**src/include/mesi_isc_defs.svh**
```systemverilog
`ifndef MESI_ISC_DEFS_SVH
`define MESI_ISC_DEFS_SVH

// ***************************************************************************
// System sizes
// ***************************************************************************

`define MESI_ADDR_WIDTH 32     // Main and coherence bus address
`define MESI_NUM_MASTERS 4     // Cores on the snoop network

// ***************************************************************************
// Bus command widths and queueing
// ***************************************************************************

`define MESI_MBUS_CMD_WIDTH 3
`define MESI_CBUS_CMD_WIDTH 3

// Default number of accepted broadcasts waiting for service
`define MESI_BCAST_FIFO_DEPTH 4

`endif
```
**src/rtl/mesi_isc_pkg.sv**
```systemverilog
`include "mesi_isc_defs.svh"

package mesi_isc_pkg;

	// Kind of an accepted broadcast, kept with the entry
	typedef enum logic {
		BCAST_READ  = 1'b0,
		BCAST_WRITE = 1'b1
	} bcast_kind_e;

	// ***********************************************************************
	// Snoop controller
	// ***********************************************************************

	typedef enum logic [1:0] {
		ST_IDLE   = 2'd0, // Waiting for a FIFO head
		ST_SNOOP  = 2'd1, // Snoops out, collecting acks
		ST_ENABLE = 2'd2  // Enable held toward the requester
	} snoop_state_e;

endpackage

```
**src/rtl/mesi_bus_pkg.sv**
```systemverilog
`include "mesi_isc_defs.svh"

package mesi_bus_pkg;

	// Commands a master places on its main bus
	typedef enum logic [`MESI_MBUS_CMD_WIDTH-1:0] {
		MBUS_NOP      = 3'd0,
		MBUS_WRITE    = 3'd1, // Plain write, not handled here
		MBUS_READ     = 3'd2, // Plain read, not handled here
		MBUS_WR_BCAST = 3'd3,
		MBUS_RD_BCAST = 3'd4
	} mbus_cmd_e;

	// Commands the controller sends on each coherence bus
	typedef enum logic [`MESI_CBUS_CMD_WIDTH-1:0] {
		CBUS_NOP      = 3'd0,
		CBUS_WR_SNOOP = 3'd1,
		CBUS_RD_SNOOP = 3'd2,
		CBUS_EN_WR    = 3'd3, // Requester may go on with its write
		CBUS_EN_RD    = 3'd4  // Requester may go on with its read
	} cbus_cmd_e;

	// Master index
	typedef logic [$clog2(`MESI_NUM_MASTERS)-1:0] master_id_t;

	typedef logic [`MESI_ADDR_WIDTH-1:0] addr_t;

endpackage

```
**src/rtl/mesi_isc_bcast_if.sv**
```systemverilog
interface mesi_isc_bcast_if;

	// Entry moves at a clock edge with push high and full low
	logic push; // Entry valid this cycle
	logic [$bits(mesi_isc_pkg::bcast_kind_e)-1:0] kind;
	mesi_bus_pkg::master_id_t src; // Requesting master
	mesi_bus_pkg::addr_t addr;
	logic full; // Receiver cannot take an entry

	modport sender (
		output push,
		output kind,
		output src,
		output addr,
		input  full
	);

	modport receiver (
		input  push,
		input  kind,
		input  src,
		input  addr,
		output full
	);

endinterface

```
**src/rtl/mesi_isc_snoop_ctrl.sv**
```systemverilog
`include "mesi_isc_defs.svh"

module mesi_isc_snoop_ctrl (
	input  logic clk,
	input  logic rst,
	mesi_isc_bcast_if.receiver head_bus,
	input  logic [`MESI_NUM_MASTERS-1:0] cbus_ack_i,
	output mesi_bus_pkg::addr_t cbus_addr_o,
	output mesi_bus_pkg::cbus_cmd_e [`MESI_NUM_MASTERS-1:0] cbus_cmd_o
);

	localparam int N = `MESI_NUM_MASTERS;
	localparam logic [N-1:0] ONE_HOT0 = N'(1);

	mesi_isc_pkg::snoop_state_e state;
	mesi_isc_pkg::bcast_kind_e kind_q; // Captured entry
	mesi_bus_pkg::master_id_t src_q;
	logic [N-1:0] pend; // Snoopers not yet acked
	logic [N-1:0] pend_left;
	mesi_bus_pkg::cbus_cmd_e snoop_cmd;
	mesi_bus_pkg::cbus_cmd_e enable_cmd;

	// Busy for the whole service
	assign head_bus.full = (state != mesi_isc_pkg::ST_IDLE);

	assign pend_left = pend & ~cbus_ack_i;

	always_comb begin
		if (kind_q == mesi_isc_pkg::BCAST_READ) begin
			snoop_cmd = mesi_bus_pkg::CBUS_RD_SNOOP;
			enable_cmd = mesi_bus_pkg::CBUS_EN_RD;
		end else begin
			snoop_cmd = mesi_bus_pkg::CBUS_WR_SNOOP;
			enable_cmd = mesi_bus_pkg::CBUS_EN_WR;
		end
	end

	// ***********************************************************************
	// Service FSM
	// ***********************************************************************

	always_ff @(posedge clk) begin
		if (rst) begin
			state <= mesi_isc_pkg::ST_IDLE;
			pend <= '0;
			cbus_addr_o <= '0;
		end else begin
			case (state)
				mesi_isc_pkg::ST_IDLE: begin
					if (head_bus.push) begin // Head popped at this edge
						cbus_addr_o <= head_bus.addr;
						pend <= ~(ONE_HOT0 << head_bus.src); // All but the requester
						state <= mesi_isc_pkg::ST_SNOOP;
					end
				end
				mesi_isc_pkg::ST_SNOOP: begin
					pend <= pend_left;
					if (pend_left == '0)
						state <= mesi_isc_pkg::ST_ENABLE;
				end
				mesi_isc_pkg::ST_ENABLE: begin
					if (cbus_ack_i[src_q])
						state <= mesi_isc_pkg::ST_IDLE;
				end
				default: state <= mesi_isc_pkg::ST_IDLE;
			endcase
		end
	end

	// Entry fields, only looked at outside idle
	always_ff @(posedge clk) begin
		if (state == mesi_isc_pkg::ST_IDLE && head_bus.push) begin
			kind_q <= mesi_isc_pkg::bcast_kind_e'(head_bus.kind);
			src_q <= head_bus.src;
		end
	end

	// ***********************************************************************
	// Per-master coherence commands
	// ***********************************************************************

	always_comb begin
		for (int i = 0; i < N; i++) begin
			cbus_cmd_o[i] = mesi_bus_pkg::CBUS_NOP;
			if (state == mesi_isc_pkg::ST_SNOOP && pend[i])
				cbus_cmd_o[i] = snoop_cmd; // Drops once this snooper acks
			else if (state == mesi_isc_pkg::ST_ENABLE && int'(src_q) == i)
				cbus_cmd_o[i] = enable_cmd;
		end
	end

endmodule

```
**src/flat_wrapper.sv**
```systemverilog
// flat-port wrapper written by rule: the top's interface ports become plain ports
module mesi_isc_snoop_ctrl_flat 
  (clk, rst, cbus_ack_i, cbus_addr_o, cbus_cmd_o, head_bus_push, head_bus_kind, head_bus_src, head_bus_addr, head_bus_full);
  mesi_isc_bcast_if head_bus_i ();
  input  logic clk;
  input  logic rst;
  input  logic [`MESI_NUM_MASTERS-1:0] cbus_ack_i;
  output mesi_bus_pkg::addr_t cbus_addr_o;
  output mesi_bus_pkg::cbus_cmd_e [`MESI_NUM_MASTERS-1:0] cbus_cmd_o;
  input wire logic [$bits(head_bus_i.push)-1:0] head_bus_push;
  input wire logic [$bits(head_bus_i.kind)-1:0] head_bus_kind;
  input wire logic [$bits(head_bus_i.src)-1:0] head_bus_src;
  input wire logic [$bits(head_bus_i.addr)-1:0] head_bus_addr;
  output wire logic [$bits(head_bus_i.full)-1:0] head_bus_full;
  assign head_bus_i.push = head_bus_push;
  assign head_bus_i.kind = head_bus_kind;
  assign head_bus_i.src = head_bus_src;
  assign head_bus_i.addr = head_bus_addr;
  assign head_bus_full = head_bus_i.full;
  mesi_isc_snoop_ctrl u_core (.clk(clk), .rst(rst), .head_bus(head_bus_i), .cbus_ack_i(cbus_ack_i), .cbus_addr_o(cbus_addr_o), .cbus_cmd_o(cbus_cmd_o));
endmodule
```
**config.mk**
```make
export PLATFORM = sky130hd
export DESIGN_NAME = mesi_isc_snoop_ctrl_flat
export DESIGN_NICKNAME = d
export VERILOG_FILES = /design/src/rtl/mesi_isc_pkg.sv /design/src/rtl/mesi_bus_pkg.sv /design/src/rtl/mesi_isc_bcast_if.sv /design/src/rtl/mesi_isc_snoop_ctrl.sv /design/src/flat_wrapper.sv
export VERILOG_INCLUDE_DIRS = /design/src /design/src/include
export SDC_FILE = /design/constraint.sdc
export NUM_CORES = 1
export LEC_CHECK = 0
export BUFFER_PORTS_ARGS = -buffer_cell sky130_fd_sc_hd__buf_2
export CAP_MARGIN = 10
export CELL_PAD_IN_SITES_DETAIL_PLACEMENT = 1
export CELL_PAD_IN_SITES_GLOBAL_PLACEMENT = 1
export CORE_AREA = 2 2 79 81
export DETAILED_ROUTE_END_ITERATION = 8
export DIE_AREA = 0 0 81 83
export PLACE_DENSITY = 0.86
export SLEW_MARGIN = 20
export SYNTH_ARGS = -nofsm -noshare
export SYNTH_HDL_FRONTEND = slang
export SYNTH_SLANG_ARGS = --single-unit
```
**constraint.sdc**
```tcl
create_clock -name clk -period 1.9 [get_ports clk]
set_clock_uncertainty 0.1 [all_clocks]
set_input_delay 0.285 -clock clk [delete_from_list [all_inputs] [get_ports clk]]
set_output_delay 0.285 -clock clk [all_outputs]
set_load 0.005 [all_outputs]
```
==> flow_summary.yaml <==
outcome:
  status: "finished, final reports clean"
logic_synthesis:
  ys_seq_area_frac: 0.464
  synth-edff-count: 3
  synth_area_per_cell_um2: 8.61
  synth_area_leader_cell: "dfxtp_1"
  synthTopCellsByCount: "nand2_1, dfxtp_1, a21oi_2"
  async_reset_ff_frac: 0
  syn_nets: 255
  yosysMostFrequentCell: "nand2_1"
  synthCells: 213
  netlist.area_leader.share: 0.415
  synth_ff_type: "dfxtp_1"
  synth_warnings: 0
  synth-seq-cells: 41
  syn_area_um2: 1830
  synth_cell_types: 35
  synthTopCellsByArea: "dfxtp_1, nand2_1, a21oi_2"
pwr:
  p_per_area_nw_per_um2: 816
  vdd_drop_max_uv: 303
  power_leakage_nw: 1.06
worst_setup_path:
  r2r_slack_ns: 0.34
  crit_family: "flip-flops"
  worst_ep_arrival_time_ns: 1.41
  crit_buf_inv: 2
  crit_required_ns: 1.51
  r2r_end: "u_core.pend[1]$_SDFFE_PP0P_"
  endpoint_kind: "output pin"
  path_cells: "buf_4 -> nand2b_1 -> o22ai_1 -> and2_1 -> buf_2"
  critPathKind: "register to output pin"
  cp_slowest_cell: "dfxtp_2"
  critPathLaunchType: "register"
  r2r-start: "u_core.state[0]$_SDFFE_PP0P_"
  worst-r2r-cell-count: 4
  path_max_fanout: 8
  cp_slowest_stage_delay_ns: 0.40
layout:
  stdcell_count: 374
  syn2layout_area_growth_pct: 31.6
  fin_nets: 340
  drive_above_1_share: 0.455
  fin_util: 0.415
  n_antenna_cell: 0
route:
  wl_per_cell_um: 14.0
  viasPerCell: 4.84
  drt-initial-drc-count: 54
  firstDrtPassIters: 4
  ant_nets: 0
  drcViolationCount: 0
  vias: 1809
  finalWirelength_mm: 5.25
cts:
  clk_pin_slew_ns: 0.08
  clkSinkCount: 41
  cts_max_level: 2
  clockRootBuffer: "clkbuf_8"
  cts_tree: "built"
  clkLatencyLatePin_ns: 0.28
  cts_setup_buffers: 0
  clk_path_buf_depth: 2
  cts-buffers-inserted: 5
sta:
  fin_tns_setup_ns: 0
  drv_slew: 0
  finalCritPeriodShare: 0.945
  hold_violations: 0
  clock.fmax_ghz: 0.557
  slew-limit-headroom: 0.668
  tightest_slew_ns: 0.498
  period_minus_slack_ns: 1.79
  rsz0062_at_grt: "no"
  setup_violations: 0
die:
  start_util: 0.315
  io_pins: 87
  die_x_um: 81
  rows: 28
  die_y_um: 83
  core-area_um2: 5820
  die_area_um2: 6720
grt:
  grt_pass1_wl_mm: 8.64
  overflow: 0
  grt_max_degree: 39
  grt_pass1_vias: 1836
  antenna_found_initial: 0
  grt_usage: 0.160
hold_path:
  hp-class: "primary input to register"
  hp-start: "head_bus_kind"
  worstHoldPathCells: 1
  hold-path-endpoint: "u_core.kind_q$_DFFE_PP_"
placement:
  gp_congestion: 0.785
  hpwl_mm: 3.80
  io_buffers: 86
  placedCellCount: 366
job:
  drv_cap: 0
[sequential cells by signal, summed over array words and instances, names as in the netlist]
| name | count |
|---|---|
| u_core.pend | 4 |
| u_core.src_q | 2 |
| u_core.kind_q | 1 |
| u_core.state | 2 |
| u_core.cbus_addr_o | 32 |
[routing by layer]
metal,GRT usage,part of all wire,vias up
li1,-,-,881
met1,0.200,0.45,866
met2,0.275,0.49,60
met3,0.0380,0.055,2
met4,0.0370,0.0029,0
met5,0,0,-
[cell families after synthesis]
group | synth area share
muxes | 0.0123
DFF | 0.464
and+or+nand+nor | 0.239
buffers and inverters | 0.0573
AOI/OAI and AO/OA | 0.228
[worst max path at each step]
stage,start,to,slack [ns],depth (start not counted)
after CTS,u_core.state[1]$_SDFFE_PP0P_,cbus_cmd_o[6],0.05,5
after global routing,u_core.state[1]$_SDFFE_PP0P_,cbus_cmd_o[6],0.02,5
after global placement,u_core.state[0]$_SDFFE_PP0P_,u_core.kind_q$_DFFE_PP_,0.35,2
after floorplan,u_core.src_q[0]$_DFFE_PP_,u_core.state[1]$_SDFFE_PP0P_,0.43,3
after detailed placement,u_core.state[0]$_SDFFE_PP0P_,u_core.pend[1]$_SDFFE_PP0P_,0.30,4
final,u_core.state[1]$_SDFFE_PP0P_,cbus_cmd_o[6],0.11,5
[area by class of cell]
cell class	instances	area, µm²
well taps	75	93.8
multi-input cells	154	888
inverters	4	20.0
repair buffers	92	475
clock inverters	2	10.0
flip-flops and latches	41	853
clock buffers	6	72.6
fillers	750	3400
[power breakdown]
| part | switching (mW) | internal [mW] | total, mW |
|---|---|---|---|
| sequential | 0.0544 | 0.946 | 1.00 |
| clock | 0.294 | 0.255 | 0.549 |
| combinational | 0.239 | 0.183 | 0.422 |
[repair_timing]
action                                  CTS  global route
hold buffers                              0             0
hold endpoints to repair                  0             0
gates resized for setup                   2             3
endpoints found under the setup margin    2             4
[per-stage QoR]
step                setup WS [ns]  hold WS, ns  power [mW]  instance area [µm²]
floorplan                   0.425        0.284        1.28                 1830
global placement            0.347        0.342        1.42                 2320
detailed placement          0.300        0.361        1.44                 2320
CTS                        0.0550       0.0563        2.01                 2400
global route               0.0196       0.0503        2.10                 2410
finish                      0.105       0.0696        1.97                 2410
[cell usage in the layout, fill, tap and decap left out, types with 2 or more instances in the layout]
cell,synthesis,routed
buf_2,5,86
nand2_1,70,70
dfxtp_1,38,36
a21oi_2,28,28
o21ai_0,8,8
a21oi_1,8,8
nand2b_1,7,6
buf_4,0,6
clkbuf_8,0,5
nor3b_1,5,4
nor2b_1,4,3
inv_1,3,3
nor3_1,3,3
edfxtp_1,3,3
and2_1,2,2
nor2_1,2,2
or2_2,2,2
clkinv_2,0,2
dfxtp_2,0,2
Note: power is estimated with default switching activity, not from simulation.
