File: src/include/mesi_isc_defs.svh
`ifndef MESI_ISC_DEFS_SVH
`define MESI_ISC_DEFS_SVH

// ***************************************************************************
// System sizes
// ***************************************************************************

`define MESI_ADDR_WIDTH 32     // Main and coherence bus address
`define MESI_NUM_MASTERS 4     // Cores on the snoop network

// ***************************************************************************
// Bus command widths and queueing
// ***************************************************************************

`define MESI_MBUS_CMD_WIDTH 3
`define MESI_CBUS_CMD_WIDTH 3

// Default number of accepted broadcasts waiting for service
`define MESI_BCAST_FIFO_DEPTH 4

`endif
File: src/rtl/mesi_isc_pkg.sv
`include "mesi_isc_defs.svh"

package mesi_isc_pkg;

	// Kind of an accepted broadcast, kept with the entry
	typedef enum logic {
		BCAST_READ  = 1'b0,
		BCAST_WRITE = 1'b1
	} bcast_kind_e;

	// ***********************************************************************
	// Snoop controller
	// ***********************************************************************

	typedef enum logic [1:0] {
		ST_IDLE   = 2'd0, // Waiting for a FIFO head
		ST_SNOOP  = 2'd1, // Snoops out, collecting acks
		ST_ENABLE = 2'd2  // Enable held toward the requester
	} snoop_state_e;

endpackage

File: src/rtl/mesi_bus_pkg.sv
`include "mesi_isc_defs.svh"

package mesi_bus_pkg;

	// Commands a master places on its main bus
	typedef enum logic [`MESI_MBUS_CMD_WIDTH-1:0] {
		MBUS_NOP      = 3'd0,
		MBUS_WRITE    = 3'd1, // Plain write, not handled here
		MBUS_READ     = 3'd2, // Plain read, not handled here
		MBUS_WR_BCAST = 3'd3,
		MBUS_RD_BCAST = 3'd4
	} mbus_cmd_e;

	// Commands the controller sends on each coherence bus
	typedef enum logic [`MESI_CBUS_CMD_WIDTH-1:0] {
		CBUS_NOP      = 3'd0,
		CBUS_WR_SNOOP = 3'd1,
		CBUS_RD_SNOOP = 3'd2,
		CBUS_EN_WR    = 3'd3, // Requester may go on with its write
		CBUS_EN_RD    = 3'd4  // Requester may go on with its read
	} cbus_cmd_e;

	// Master index
	typedef logic [$clog2(`MESI_NUM_MASTERS)-1:0] master_id_t;

	typedef logic [`MESI_ADDR_WIDTH-1:0] addr_t;

endpackage

File: src/rtl/mesi_isc_bcast_if.sv
interface mesi_isc_bcast_if;

	// Entry moves at a clock edge with push high and full low
	logic push; // Entry valid this cycle
	logic [$bits(mesi_isc_pkg::bcast_kind_e)-1:0] kind;
	mesi_bus_pkg::master_id_t src; // Requesting master
	mesi_bus_pkg::addr_t addr;
	logic full; // Receiver cannot take an entry

	modport sender (
		output push,
		output kind,
		output src,
		output addr,
		input  full
	);

	modport receiver (
		input  push,
		input  kind,
		input  src,
		input  addr,
		output full
	);

endinterface

File: src/rtl/mesi_isc_bcast_fifo.sv
`include "mesi_isc_defs.svh"

module mesi_isc_bcast_fifo #(
	parameter int DEPTH = `MESI_BCAST_FIFO_DEPTH
) (
	input logic clk,
	input logic rst,
	mesi_isc_bcast_if.receiver push_bus,
	mesi_isc_bcast_if.sender head_bus
);

	localparam int PTR_W = (DEPTH > 1) ? $clog2(DEPTH) : 1;
	localparam int CNT_W = $clog2(DEPTH + 1);
	// Kind bit, master index, address
	localparam int ENTRY_W = 1 + $clog2(`MESI_NUM_MASTERS) + `MESI_ADDR_WIDTH;

	logic [ENTRY_W-1:0] mem [DEPTH];
	logic [PTR_W-1:0] wr_ptr;
	logic [PTR_W-1:0] rd_ptr;
	logic [CNT_W-1:0] count;
	logic do_push;
	logic do_pop;

	assign push_bus.full = (count == CNT_W'(DEPTH));
	assign do_push = push_bus.push && !push_bus.full;

	// Oldest entry, valid whenever something is stored
	assign head_bus.push = (count != '0);
	assign {head_bus.kind, head_bus.src, head_bus.addr} = mem[rd_ptr];
	assign do_pop = head_bus.push && !head_bus.full; // Consumer not busy

	always_ff @(posedge clk) begin
		if (do_push)
			mem[wr_ptr] <= {push_bus.kind, push_bus.src, push_bus.addr};
	end

	// ***********************************************************************
	// Pointers and occupancy
	// ***********************************************************************

	always_ff @(posedge clk) begin
		if (rst) begin
			wr_ptr <= '0;
			rd_ptr <= '0;
			count <= '0;
		end else begin
			if (do_push)
				wr_ptr <= (wr_ptr == PTR_W'(DEPTH - 1)) ? '0 : wr_ptr + 1'b1;
			if (do_pop)
				rd_ptr <= (rd_ptr == PTR_W'(DEPTH - 1)) ? '0 : rd_ptr + 1'b1;
			if (do_push && !do_pop)
				count <= count + 1'b1;
			else if (do_pop && !do_push)
				count <= count - 1'b1;
		end
	end

endmodule

File: src/flat_wrapper.sv
// flat-port wrapper written by rule: the top's interface ports become plain ports
module mesi_isc_bcast_fifo_flat 
#(
	parameter int DEPTH = `MESI_BCAST_FIFO_DEPTH
)
  (clk, rst, push_bus_push, push_bus_kind, push_bus_src, push_bus_addr, push_bus_full, head_bus_push, head_bus_kind, head_bus_src, head_bus_addr, head_bus_full);
  mesi_isc_bcast_if push_bus_i ();
  mesi_isc_bcast_if head_bus_i ();
  input logic clk;
  input logic rst;
  input wire logic [$bits(push_bus_i.push)-1:0] push_bus_push;
  input wire logic [$bits(push_bus_i.kind)-1:0] push_bus_kind;
  input wire logic [$bits(push_bus_i.src)-1:0] push_bus_src;
  input wire logic [$bits(push_bus_i.addr)-1:0] push_bus_addr;
  output wire logic [$bits(push_bus_i.full)-1:0] push_bus_full;
  output wire logic [$bits(head_bus_i.push)-1:0] head_bus_push;
  output wire logic [$bits(head_bus_i.kind)-1:0] head_bus_kind;
  output wire logic [$bits(head_bus_i.src)-1:0] head_bus_src;
  output wire logic [$bits(head_bus_i.addr)-1:0] head_bus_addr;
  input wire logic [$bits(head_bus_i.full)-1:0] head_bus_full;
  assign push_bus_i.push = push_bus_push;
  assign push_bus_i.kind = push_bus_kind;
  assign push_bus_i.src = push_bus_src;
  assign push_bus_i.addr = push_bus_addr;
  assign push_bus_full = push_bus_i.full;
  assign head_bus_push = head_bus_i.push;
  assign head_bus_kind = head_bus_i.kind;
  assign head_bus_src = head_bus_i.src;
  assign head_bus_addr = head_bus_i.addr;
  assign head_bus_i.full = head_bus_full;
  mesi_isc_bcast_fifo #(.DEPTH(DEPTH)) u_core (.clk(clk), .rst(rst), .push_bus(push_bus_i), .head_bus(head_bus_i));
endmodule
File: config.mk
export PLATFORM = sky130hd
export DESIGN_NAME = mesi_isc_bcast_fifo_flat
export DESIGN_NICKNAME = d
export VERILOG_FILES = /design/src/rtl/mesi_isc_pkg.sv /design/src/rtl/mesi_bus_pkg.sv /design/src/rtl/mesi_isc_bcast_if.sv /design/src/rtl/mesi_isc_bcast_fifo.sv /design/src/flat_wrapper.sv
export VERILOG_INCLUDE_DIRS = /design/src /design/src/include
export SDC_FILE = /design/constraint.sdc
export NUM_CORES = 1
export LEC_CHECK = 0
export BUFFER_PORTS_ARGS = -buffer_cell sky130_fd_sc_hd__buf_2
export CAP_MARGIN = 30
export CORE_AREA = 2 2 109 111
export CTS_CLUSTER_DIAMETER = 150
export DETAILED_ROUTE_END_ITERATION = 8
export DIE_AREA = 0 0 111 113
export GPL_TIMING_DRIVEN = 0
export MAX_ROUTING_LAYER = met4
export PLACE_DENSITY = 0.76
export SLEW_MARGIN = 20
export SYNTH_ARGS = -nofsm -noshare
export SYNTH_HDL_FRONTEND = slang
export SYNTH_SLANG_ARGS = --single-unit
File: constraint.sdc
create_clock -name clk -period 2.8 [get_ports clk]
set_input_delay 0.14 -clock clk [delete_from_list [all_inputs] [get_ports clk]]
set_output_delay 0.14 -clock clk [all_outputs]
set_load 0.01 [all_outputs]
==> results of run 1 <==
## area by class of cell
cell class              count  area [sq um]  area share, %
plain buffers              10          80.1           1.14
repair buffers            113           808           11.5
clock inverters            10          42.5          0.604
flip-flops and latches    149          4380           62.3
inverters                   6          35.0          0.498
multi-input cells          70          1070           15.3
well taps                 143           179           2.54
clock buffers              20           437           6.20
## cell families after synthesis
logic type,count (synthesis)
buffers and inverters,16
flip-flops,149
adder cells (fa/ha/maj),7
multiplexers,36
AO/OA/AOI/OAI,9
XOR/XNOR,2
AND/OR/NAND/NOR,16
## through the flow
stage	hold WS (ns)	setup WS (ns)
after floorplan	0.239	0.622
after CTS	0.0283	0.467
after global routing	0.0420	0.166
final	0.0493	0.489
after global placement	0.350	0.184
after detailed placement	0.357	0.480
## sequential cells by signal, summed over array words and instances, names as in the netlist, named ones only
register / flops
u_core.count: 3
u_core.mem: 140
u_core.rd_ptr: 2
u_core.wr_ptr: 2
## placed cells by master, fill, tap and decap left out, types with 2 or more instances in the layout
master                            n
sky130_fd_sc_hd__nand3_1          2
sky130_fd_sc_hd__nor3_1           2
sky130_fd_sc_hd__buf_12           3
sky130_fd_sc_hd__clkbuf_16       17
sky130_fd_sc_hd__mux4_2          35
sky130_fd_sc_hd__buf_2           77
sky130_fd_sc_hd__and3_2           4
sky130_fd_sc_hd__xor2_1           2
sky130_fd_sc_hd__o21ai_0          3
sky130_fd_sc_hd__edfxtp_1       140
sky130_fd_sc_hd__dlygate4sd3_1   35
sky130_fd_sc_hd__clkbuf_1         4
sky130_fd_sc_hd__dfxtp_1          9
sky130_fd_sc_hd__clkinv_1         8
sky130_fd_sc_hd__nor2_1           2
sky130_fd_sc_hd__a21oi_1          3
sky130_fd_sc_hd__ha_1             6
sky130_fd_sc_hd__inv_1            5
sky130_fd_sc_hd__buf_6            5
## critical path, delay by kind of cell (launching register included)
family,cells,cell delay (ns)
adders and majority gates,2,0.56
AOI/OAI and AO/OA,1,0.15
buffers and inverters,2,0.18
DFF,1,0.35
xor gates and xnor gates,1,0.17
and+or+nand+nor,3,0.84
## how the worst min path moves through the flow
stage / from / to / slack (ns) / depth (start not counted)
floorplan: push_bus_addr[0] / u_core.mem[0][0]$_DFFE_PP_ / 0.24 / 0
global placement: push_bus_addr[28] / u_core.mem[1][28]$_DFFE_PP_ / 0.35 / 1
detailed placement: push_bus_addr[22] / u_core.mem[1][22]$_DFFE_PP_ / 0.36 / 1
CTS: push_bus_push / u_core.wr_ptr[1]$_SDFFE_PP0P_ / 0.03 / 3
global route: push_bus_push / u_core.wr_ptr[1]$_SDFFE_PP0P_ / 0.04 / 3
finish: push_bus_push / u_core.wr_ptr[1]$_SDFFE_PP0P_ / 0.05 / 3
## power by group
part | switching (uW) | total [uW] | internal (uW)
clock | 762 | 1850 | 1090
sequential | 68.4 | 2770 | 2700
combinational | 662 | 1330 | 670
total | 1490 | 5950 | 4460
## routing by layer
layer / wire (um) / global-route usage, % / part of all wire (%) / vias up
met1: 4100 / 21.0 / 43 / 1397
met2: 4880 / 28.3 / 51 / 67
met5: 0 / - / 0 / -
li1: - / - / - / 1249
met4: 123 / 6.75 / 1.3 / 0
met3: 398 / 4.98 / 4.2 / 10
==> metrics.log, run 1 <==
INFO  metric crit-reg2reg-launch = u_core.count[0]$_SDFFE_PP0P_
INFO  metric gp_congestion = 0.649
INFO  metric die_w = 111 um
INFO  metric cpMaxStageDelayCell = sky130_fd_sc_hd__or3_2
INFO  metric number_of_global_route_vias_before_repair = 3029
INFO  metric vdd_drop_max = 618 uV
INFO  metric critPathKind = register to register
INFO  metric number_of_nets_in_the_finished_design = 413
INFO  metric cts_tree = built
INFO  metric final.period_utilization = 82.5%
INFO  metric cpPeakStageDelay = 0.41 ns
INFO  metric root_buffer = sky130_fd_sc_hd__clkbuf_16
INFO  metric first_iter_violations = 106
INFO  metric timing_hold_violations_final = 0
INFO  metric floorplan.io_pins = 76
INFO  metric synth_compound_area_share = 1.01%
INFO  metric synthDominantCellAreaShare = 75.5%
INFO  metric post_synth_num_cell_types = 28
INFO  metric timing.critical_path.to_type = register
INFO  metric synthCells = 235
INFO  metric final_cell_area = 7040 sq um
INFO  metric synth-simple-area-share = 1.82%
INFO  metric pwr_density_cell = 845 nW/um^2
INFO  metric drc_errors = 0
INFO  metric grt_pass1_wl = 15500 um
INFO  metric post_cts.repair.setup_buffers = 0
INFO  metric final_layout_size_suffix_gt1_share = 39.7%
INFO  metric drv.max_cap_violation_count = 0
INFO  metric yosys.area.top_type = sky130_fd_sc_hd__edfxtp_1
INFO  metric dieArea = 12500 sq um
INFO  metric maxSlewHeadroom = 66.6%
INFO  metric hold_path_class = input port to register
INFO  metric postSynthNetCount = 281
INFO  metric ys_warns = 0
INFO  metric fin_tns_setup = 0 ns
INFO  metric htree_num_levels = 4
INFO  metric worst-slew-pin-transition = 0.500 ns
INFO  metric layout.filler_cells = 818
INFO  metric synthAdderAreaFrac = 1.71%
INFO  metric syn-cell-area = 5570 sq um
INFO  metric cp_data_required_time = 3.14 ns
INFO  metric grt_max_degree = 23
INFO  metric synth_sequential_area_ratio = 78.7%
INFO  metric synth.area.mux_share = 14.3%
INFO  metric ys_top_cells_by_area = sky130_fd_sc_hd__edfxtp_1, sky130_fd_sc_hd__mux4_2, sky130_fd_sc_hd__dfxtp_1
INFO  metric gr-usage-all-layers = 17.4%
INFO  metric critPathArrivalTime = 2.65 ns
INFO  metric r2r_cells = 9
INFO  metric port-buffer-count = 74
INFO  metric cts.reportedPaths.clkPinSlew = 0.05 ns
INFO  metric via_count_of_the_routed_design = 2723
INFO  metric fmax = 433 MHz
INFO  metric report.power.total = 5950 uW
INFO  metric fin_crit = 2.31 ns
INFO  metric worst-r2r-setup-slack = 0.49 ns
INFO  metric share_of_async_settable_or_async_resettable_flops_after_synthesis = 0%
INFO  metric synth_commonest_cells = sky130_fd_sc_hd__edfxtp_1, sky130_fd_sc_hd__mux4_2, sky130_fd_sc_hd__dfxtp_1, sky130_fd_sc_hd__ha_1
INFO  metric setup.worst_path.end = u_core.count[2]$_SDFFE_PP0P_
INFO  metric synth_top_family_by_area = multiplexers
INFO  metric detail_route.vias_per_cell = 5.23
INFO  metric cts-hold-fix-buffers = 35
INFO  metric worst_clock_skew = 0.00297 ns
INFO  metric dominant_register_cell_in_the_synthesized_netlist = sky130_fd_sc_hd__edfxtp_1
INFO  metric place_hpwl = 6010 um
INFO  metric critical-path-top-cell-by-count = sky130_fd_sc_hd__inv_1
INFO  metric synth_enable_flop_cells = 140
INFO  metric clkSinkCount = 149
INFO  metric crit_fanout = 4
INFO  metric ctsLongestPathBuffers = 2
INFO  metric num_antenna_cells = 0
INFO  metric outcome = finished, final reports clean
INFO  metric tritoncts.num_buffers = 17
INFO  metric post_cts_resize_count = 0
INFO  metric layout-area-overhead-vs-synth = 26.4%
INFO  metric floorplan.initialDensity = 49.4%
INFO  metric drt_pass1_iterations = 4
INFO  metric finalWirelength = 9500 um
INFO  metric antenna_found_initial = 0
INFO  metric fp-row-count = 39
INFO  metric power_leakage = 0.00245 uW
INFO  metric placedCellCount = 456
INFO  metric layout_cells_excl_fill = 521
INFO  metric yosys.cell_count.top_type = sky130_fd_sc_hd__edfxtp_1
INFO  metric postRouteAntennaNets = 0
INFO  metric wl_per_cell = 18.2 um
INFO  metric gr-total-overflow = 0
INFO  metric setup.worst_path.start = u_core.count[0]$_SDFFE_PP0P_
INFO  metric critical_path.reg2reg.endpoint = u_core.count[2]$_SDFFE_PP0P_
INFO  metric rsz_0062_raised_after_global_routing = false
INFO  metric synth-xor-area-share = 0.315%
INFO  metric crit_path_cell_trace = nor3_1 -> inv_1 -> nand2b_1 -> ha_1 -> inv_1 -> fa_1 -> xor2_1 -> or3_2 -> a21oi_1
INFO  metric post_dp_cell_area = 6210 sq um
INFO  metric syn-mean-instance-area = 23.7 sq um
INFO  metric utilization = 62.4%
INFO  metric setup_violations = 0
INFO  metric core_area = 11300 sq um
INFO  metric die_y = 113 um
INFO  metric clk-insertion-delay-late = 0.41 ns
INFO  metric final-max-slew-violation-count = 0
INFO  metric critPathLaunchType = register
INFO  metric synth_seq_cells = 149
No activity file was read; power rests on OpenSTA's default activity.
==> run 2, diff against run 1 <==
- PLACE_DENSITY: 0.76 -> 0.78
- clock period: 2.8 -> 2 ns (I/O delays scaled with it)
==> metrics.log, run 2 (synthesis gave the netlist of run 1 again) <==
INFO  metric outcome = finished, violations left
INFO  metric violations_in_the_final_reports = setup timing
INFO  metric setup.worst_path.end = u_core.count[2]$_SDFFE_PP0P_
INFO  metric maxSlewHeadroom = 71.8%
INFO  metric worst-r2r-setup-slack = -0.02 ns
INFO  metric die_y = 113 um
INFO  metric worst_clock_skew = 0.0135 ns
INFO  metric grt_pass1_wl = 15100 um
INFO  metric worst-slew-pin-transition = 0.424 ns
INFO  metric core_area = 11300 sq um
INFO  metric layout-area-overhead-vs-synth = 29.4%
INFO  metric vdd_drop_max = 652 uV
INFO  metric critPathArrivalTime = 2.37 ns
INFO  metric pwr_density_cell = 1220 nW/um^2
INFO  metric root_buffer = sky130_fd_sc_hd__clkbuf_16
INFO  metric hold_path_class = input port to register
INFO  metric mostFrequentLayoutCells = sky130_fd_sc_hd__edfxtp_1, sky130_fd_sc_hd__buf_2, sky130_fd_sc_hd__dlygate4sd3_1
INFO  metric antenna_found_initial = 0
INFO  metric crit_fanout = 3
INFO  metric fp-row-count = 39
INFO  metric setup_violations = 1
INFO  metric cts.reportedPaths.clkPinSlew = 0.06 ns
INFO  metric drv.max_cap_violation_count = 0
INFO  metric fin_crit = 2.02 ns
INFO  metric ctsLongestPathBuffers = 2
INFO  metric port-buffer-count = 74
INFO  metric finalWirelength = 9400 um
INFO  metric place_ws = -0.0836 ns
INFO  metric timing_hold_violations_final = 0
INFO  metric critPathLaunchType = register
INFO  metric cts_tree = built
INFO  metric layout.filler_cells = 766
INFO  metric gr-total-overflow = 0
INFO  metric rsz_0062_raised_after_global_routing = true
INFO  metric final_layout_size_suffix_gt1_share = 44.9%
INFO  metric htree_num_levels = 4
INFO  metric gr-usage-all-layers = 16.9%
INFO  metric clk-insertion-delay-late = 0.42 ns
INFO  metric drt_pass1_iterations = 6
INFO  metric largestRegisters = u_core.mem (140), u_core.count (3)
INFO  metric first_iter_violations = 184
INFO  metric largest_register = u_core.mem
INFO  metric r2r_cells = 10
INFO  metric critPathKind = register to register
INFO  metric number_of_global_route_vias_before_repair = 2902
INFO  metric die_w = 111 um
INFO  metric final.period_utilization = 101%
INFO  metric fmax = 495 MHz
INFO  metric num_antenna_cells = 0
INFO  metric post_dp_cell_area = 6230 sq um
INFO  metric dieArea = 12500 sq um
INFO  metric place_hpwl = 5820 um
INFO  metric largest_register_ffs = 140
INFO  metric setup.worst_path.start = u_core.count[2]$_SDFFE_PP0P_
INFO  metric floorplan.io_pins = 76
INFO  metric final_cell_area = 7200 sq um
INFO  metric grt_max_degree = 26
INFO  metric report.power.total = 8790 uW
INFO  metric postRouteAntennaNets = 0
INFO  metric timing.critical_path.to_type = register
INFO  metric tritoncts.num_buffers = 17
INFO  metric critical_path.reg2reg.endpoint = u_core.count[2]$_SDFFE_PP0P_
INFO  metric gp_congestion = 0.680
INFO  metric floorplan.initialDensity = 49.4%
INFO  metric layout.cells.most_common = sky130_fd_sc_hd__edfxtp_1
INFO  metric crit-reg2reg-launch = u_core.count[2]$_SDFFE_PP0P_
INFO  metric detail_route.vias_per_cell = 5.23
INFO  metric cp_data_required_time = 2.35 ns
INFO  metric finalWorstSetupSlack = -0.0208 ns
INFO  metric via_count_of_the_routed_design = 2759
INFO  metric min_delay_path_depth = 3
INFO  metric drc_errors = 0
INFO  metric number_of_nets_in_the_finished_design = 418
INFO  metric wl_per_cell = 17.8 um
INFO  metric final-max-slew-violation-count = 0
INFO  metric power_leakage = 0.00252 uW
INFO  metric clkSinkCount = 149
run 2: worst min-delay path by stage:
stage          slack, ns               from                       endpoint
5_1_grt             0.06      head_bus_full  u_core.rd_ptr[1]$_SDFFE_PP0P_
3_5_place_dp        0.32   push_bus_addr[2]     u_core.mem[1][2]$_DFFE_PP_
4_1_cts             0.01      head_bus_full  u_core.rd_ptr[1]$_SDFFE_PP0P_
3_3_place_gp        0.31  push_bus_addr[10]    u_core.mem[3][10]$_DFFE_PP_
6_report            0.03      head_bus_full  u_core.rd_ptr[1]$_SDFFE_PP0P_
2_1_floorplan       0.20   push_bus_addr[0]     u_core.mem[0][0]$_DFFE_PP_
run 2: power breakdown:
part           internal (uW)  total (uW)  switching [uW]
registers               3790        3890             107
logic                   1000        1940             941
clock network           1780        2960            1170
total                   6570        8790            2220
run 2: stage by stage:
step	cells	utilization, %	hold slack [ns]	TNS (ns)
3_5_place_dp	456	55.3	0.318	-0.0836
5_1_grt	528	63.9	0.0590	-0.0975
2_1_floorplan	235	-	0.199	0
4_1_cts	528	63.9	0.0105	-0.0214
3_3_place_gp	452	54.5	0.310	-82.46
6_report	528	63.9	0.0262	-0.0208
run 2: timing repair:
action                                  4_1_cts  5_1_grt
pin swaps                                     5        0
endpoints found under the setup margin        1        2
buffers inserted                              4        0
hold buffers                                 36        0
endpoints found under the hold margin       142        0
resized for setup                             4        1
run 2: cell type report:
cell class | instances | area [sq um] | share of cell area (%)
Tap cell | 143 | 179 | 2.48
Clock buffer | 21 | 462 | 6.41
Buffer | 10 | 82.6 | 1.15
Multi-Input combinational cell | 70 | 1110 | 15.4
Clock inverter | 11 | 103 | 1.42
Sequential cell | 149 | 4400 | 61.0
Inverter | 6 | 35.0 | 0.486
Timing Repair Buffer | 118 | 841 | 11.7
run 2: layer usage:
layer  GRT usage (%)  part of all wire, %  vias up  wire [um]
li1                -                    -     1261          -
met1            19.9                   42     1410       3920
met2            27.4                   52       71       4880
met3            5.68                  4.7       17        443
met4            6.33                  1.6        0        151
met5               -                    0        -          0
run 2: worst max-delay path: stages, from the launching register on:
cell and delay, ns:
sky130_fd_sc_hd__dfxtp_4 0.35, sky130_fd_sc_hd__or3b_1 0.17, sky130_fd_sc_hd__buf_6 0.12, sky130_fd_sc_hd__clkinv_8 0.05
sky130_fd_sc_hd__nor2_4 0.12, sky130_fd_sc_hd__ha_4 0.15, sky130_fd_sc_hd__inv_2 0.03, sky130_fd_sc_hd__fa_2 0.32
sky130_fd_sc_hd__xor2_1 0.17, sky130_fd_sc_hd__or3_4 0.33, sky130_fd_sc_hd__a21oi_2 0.13
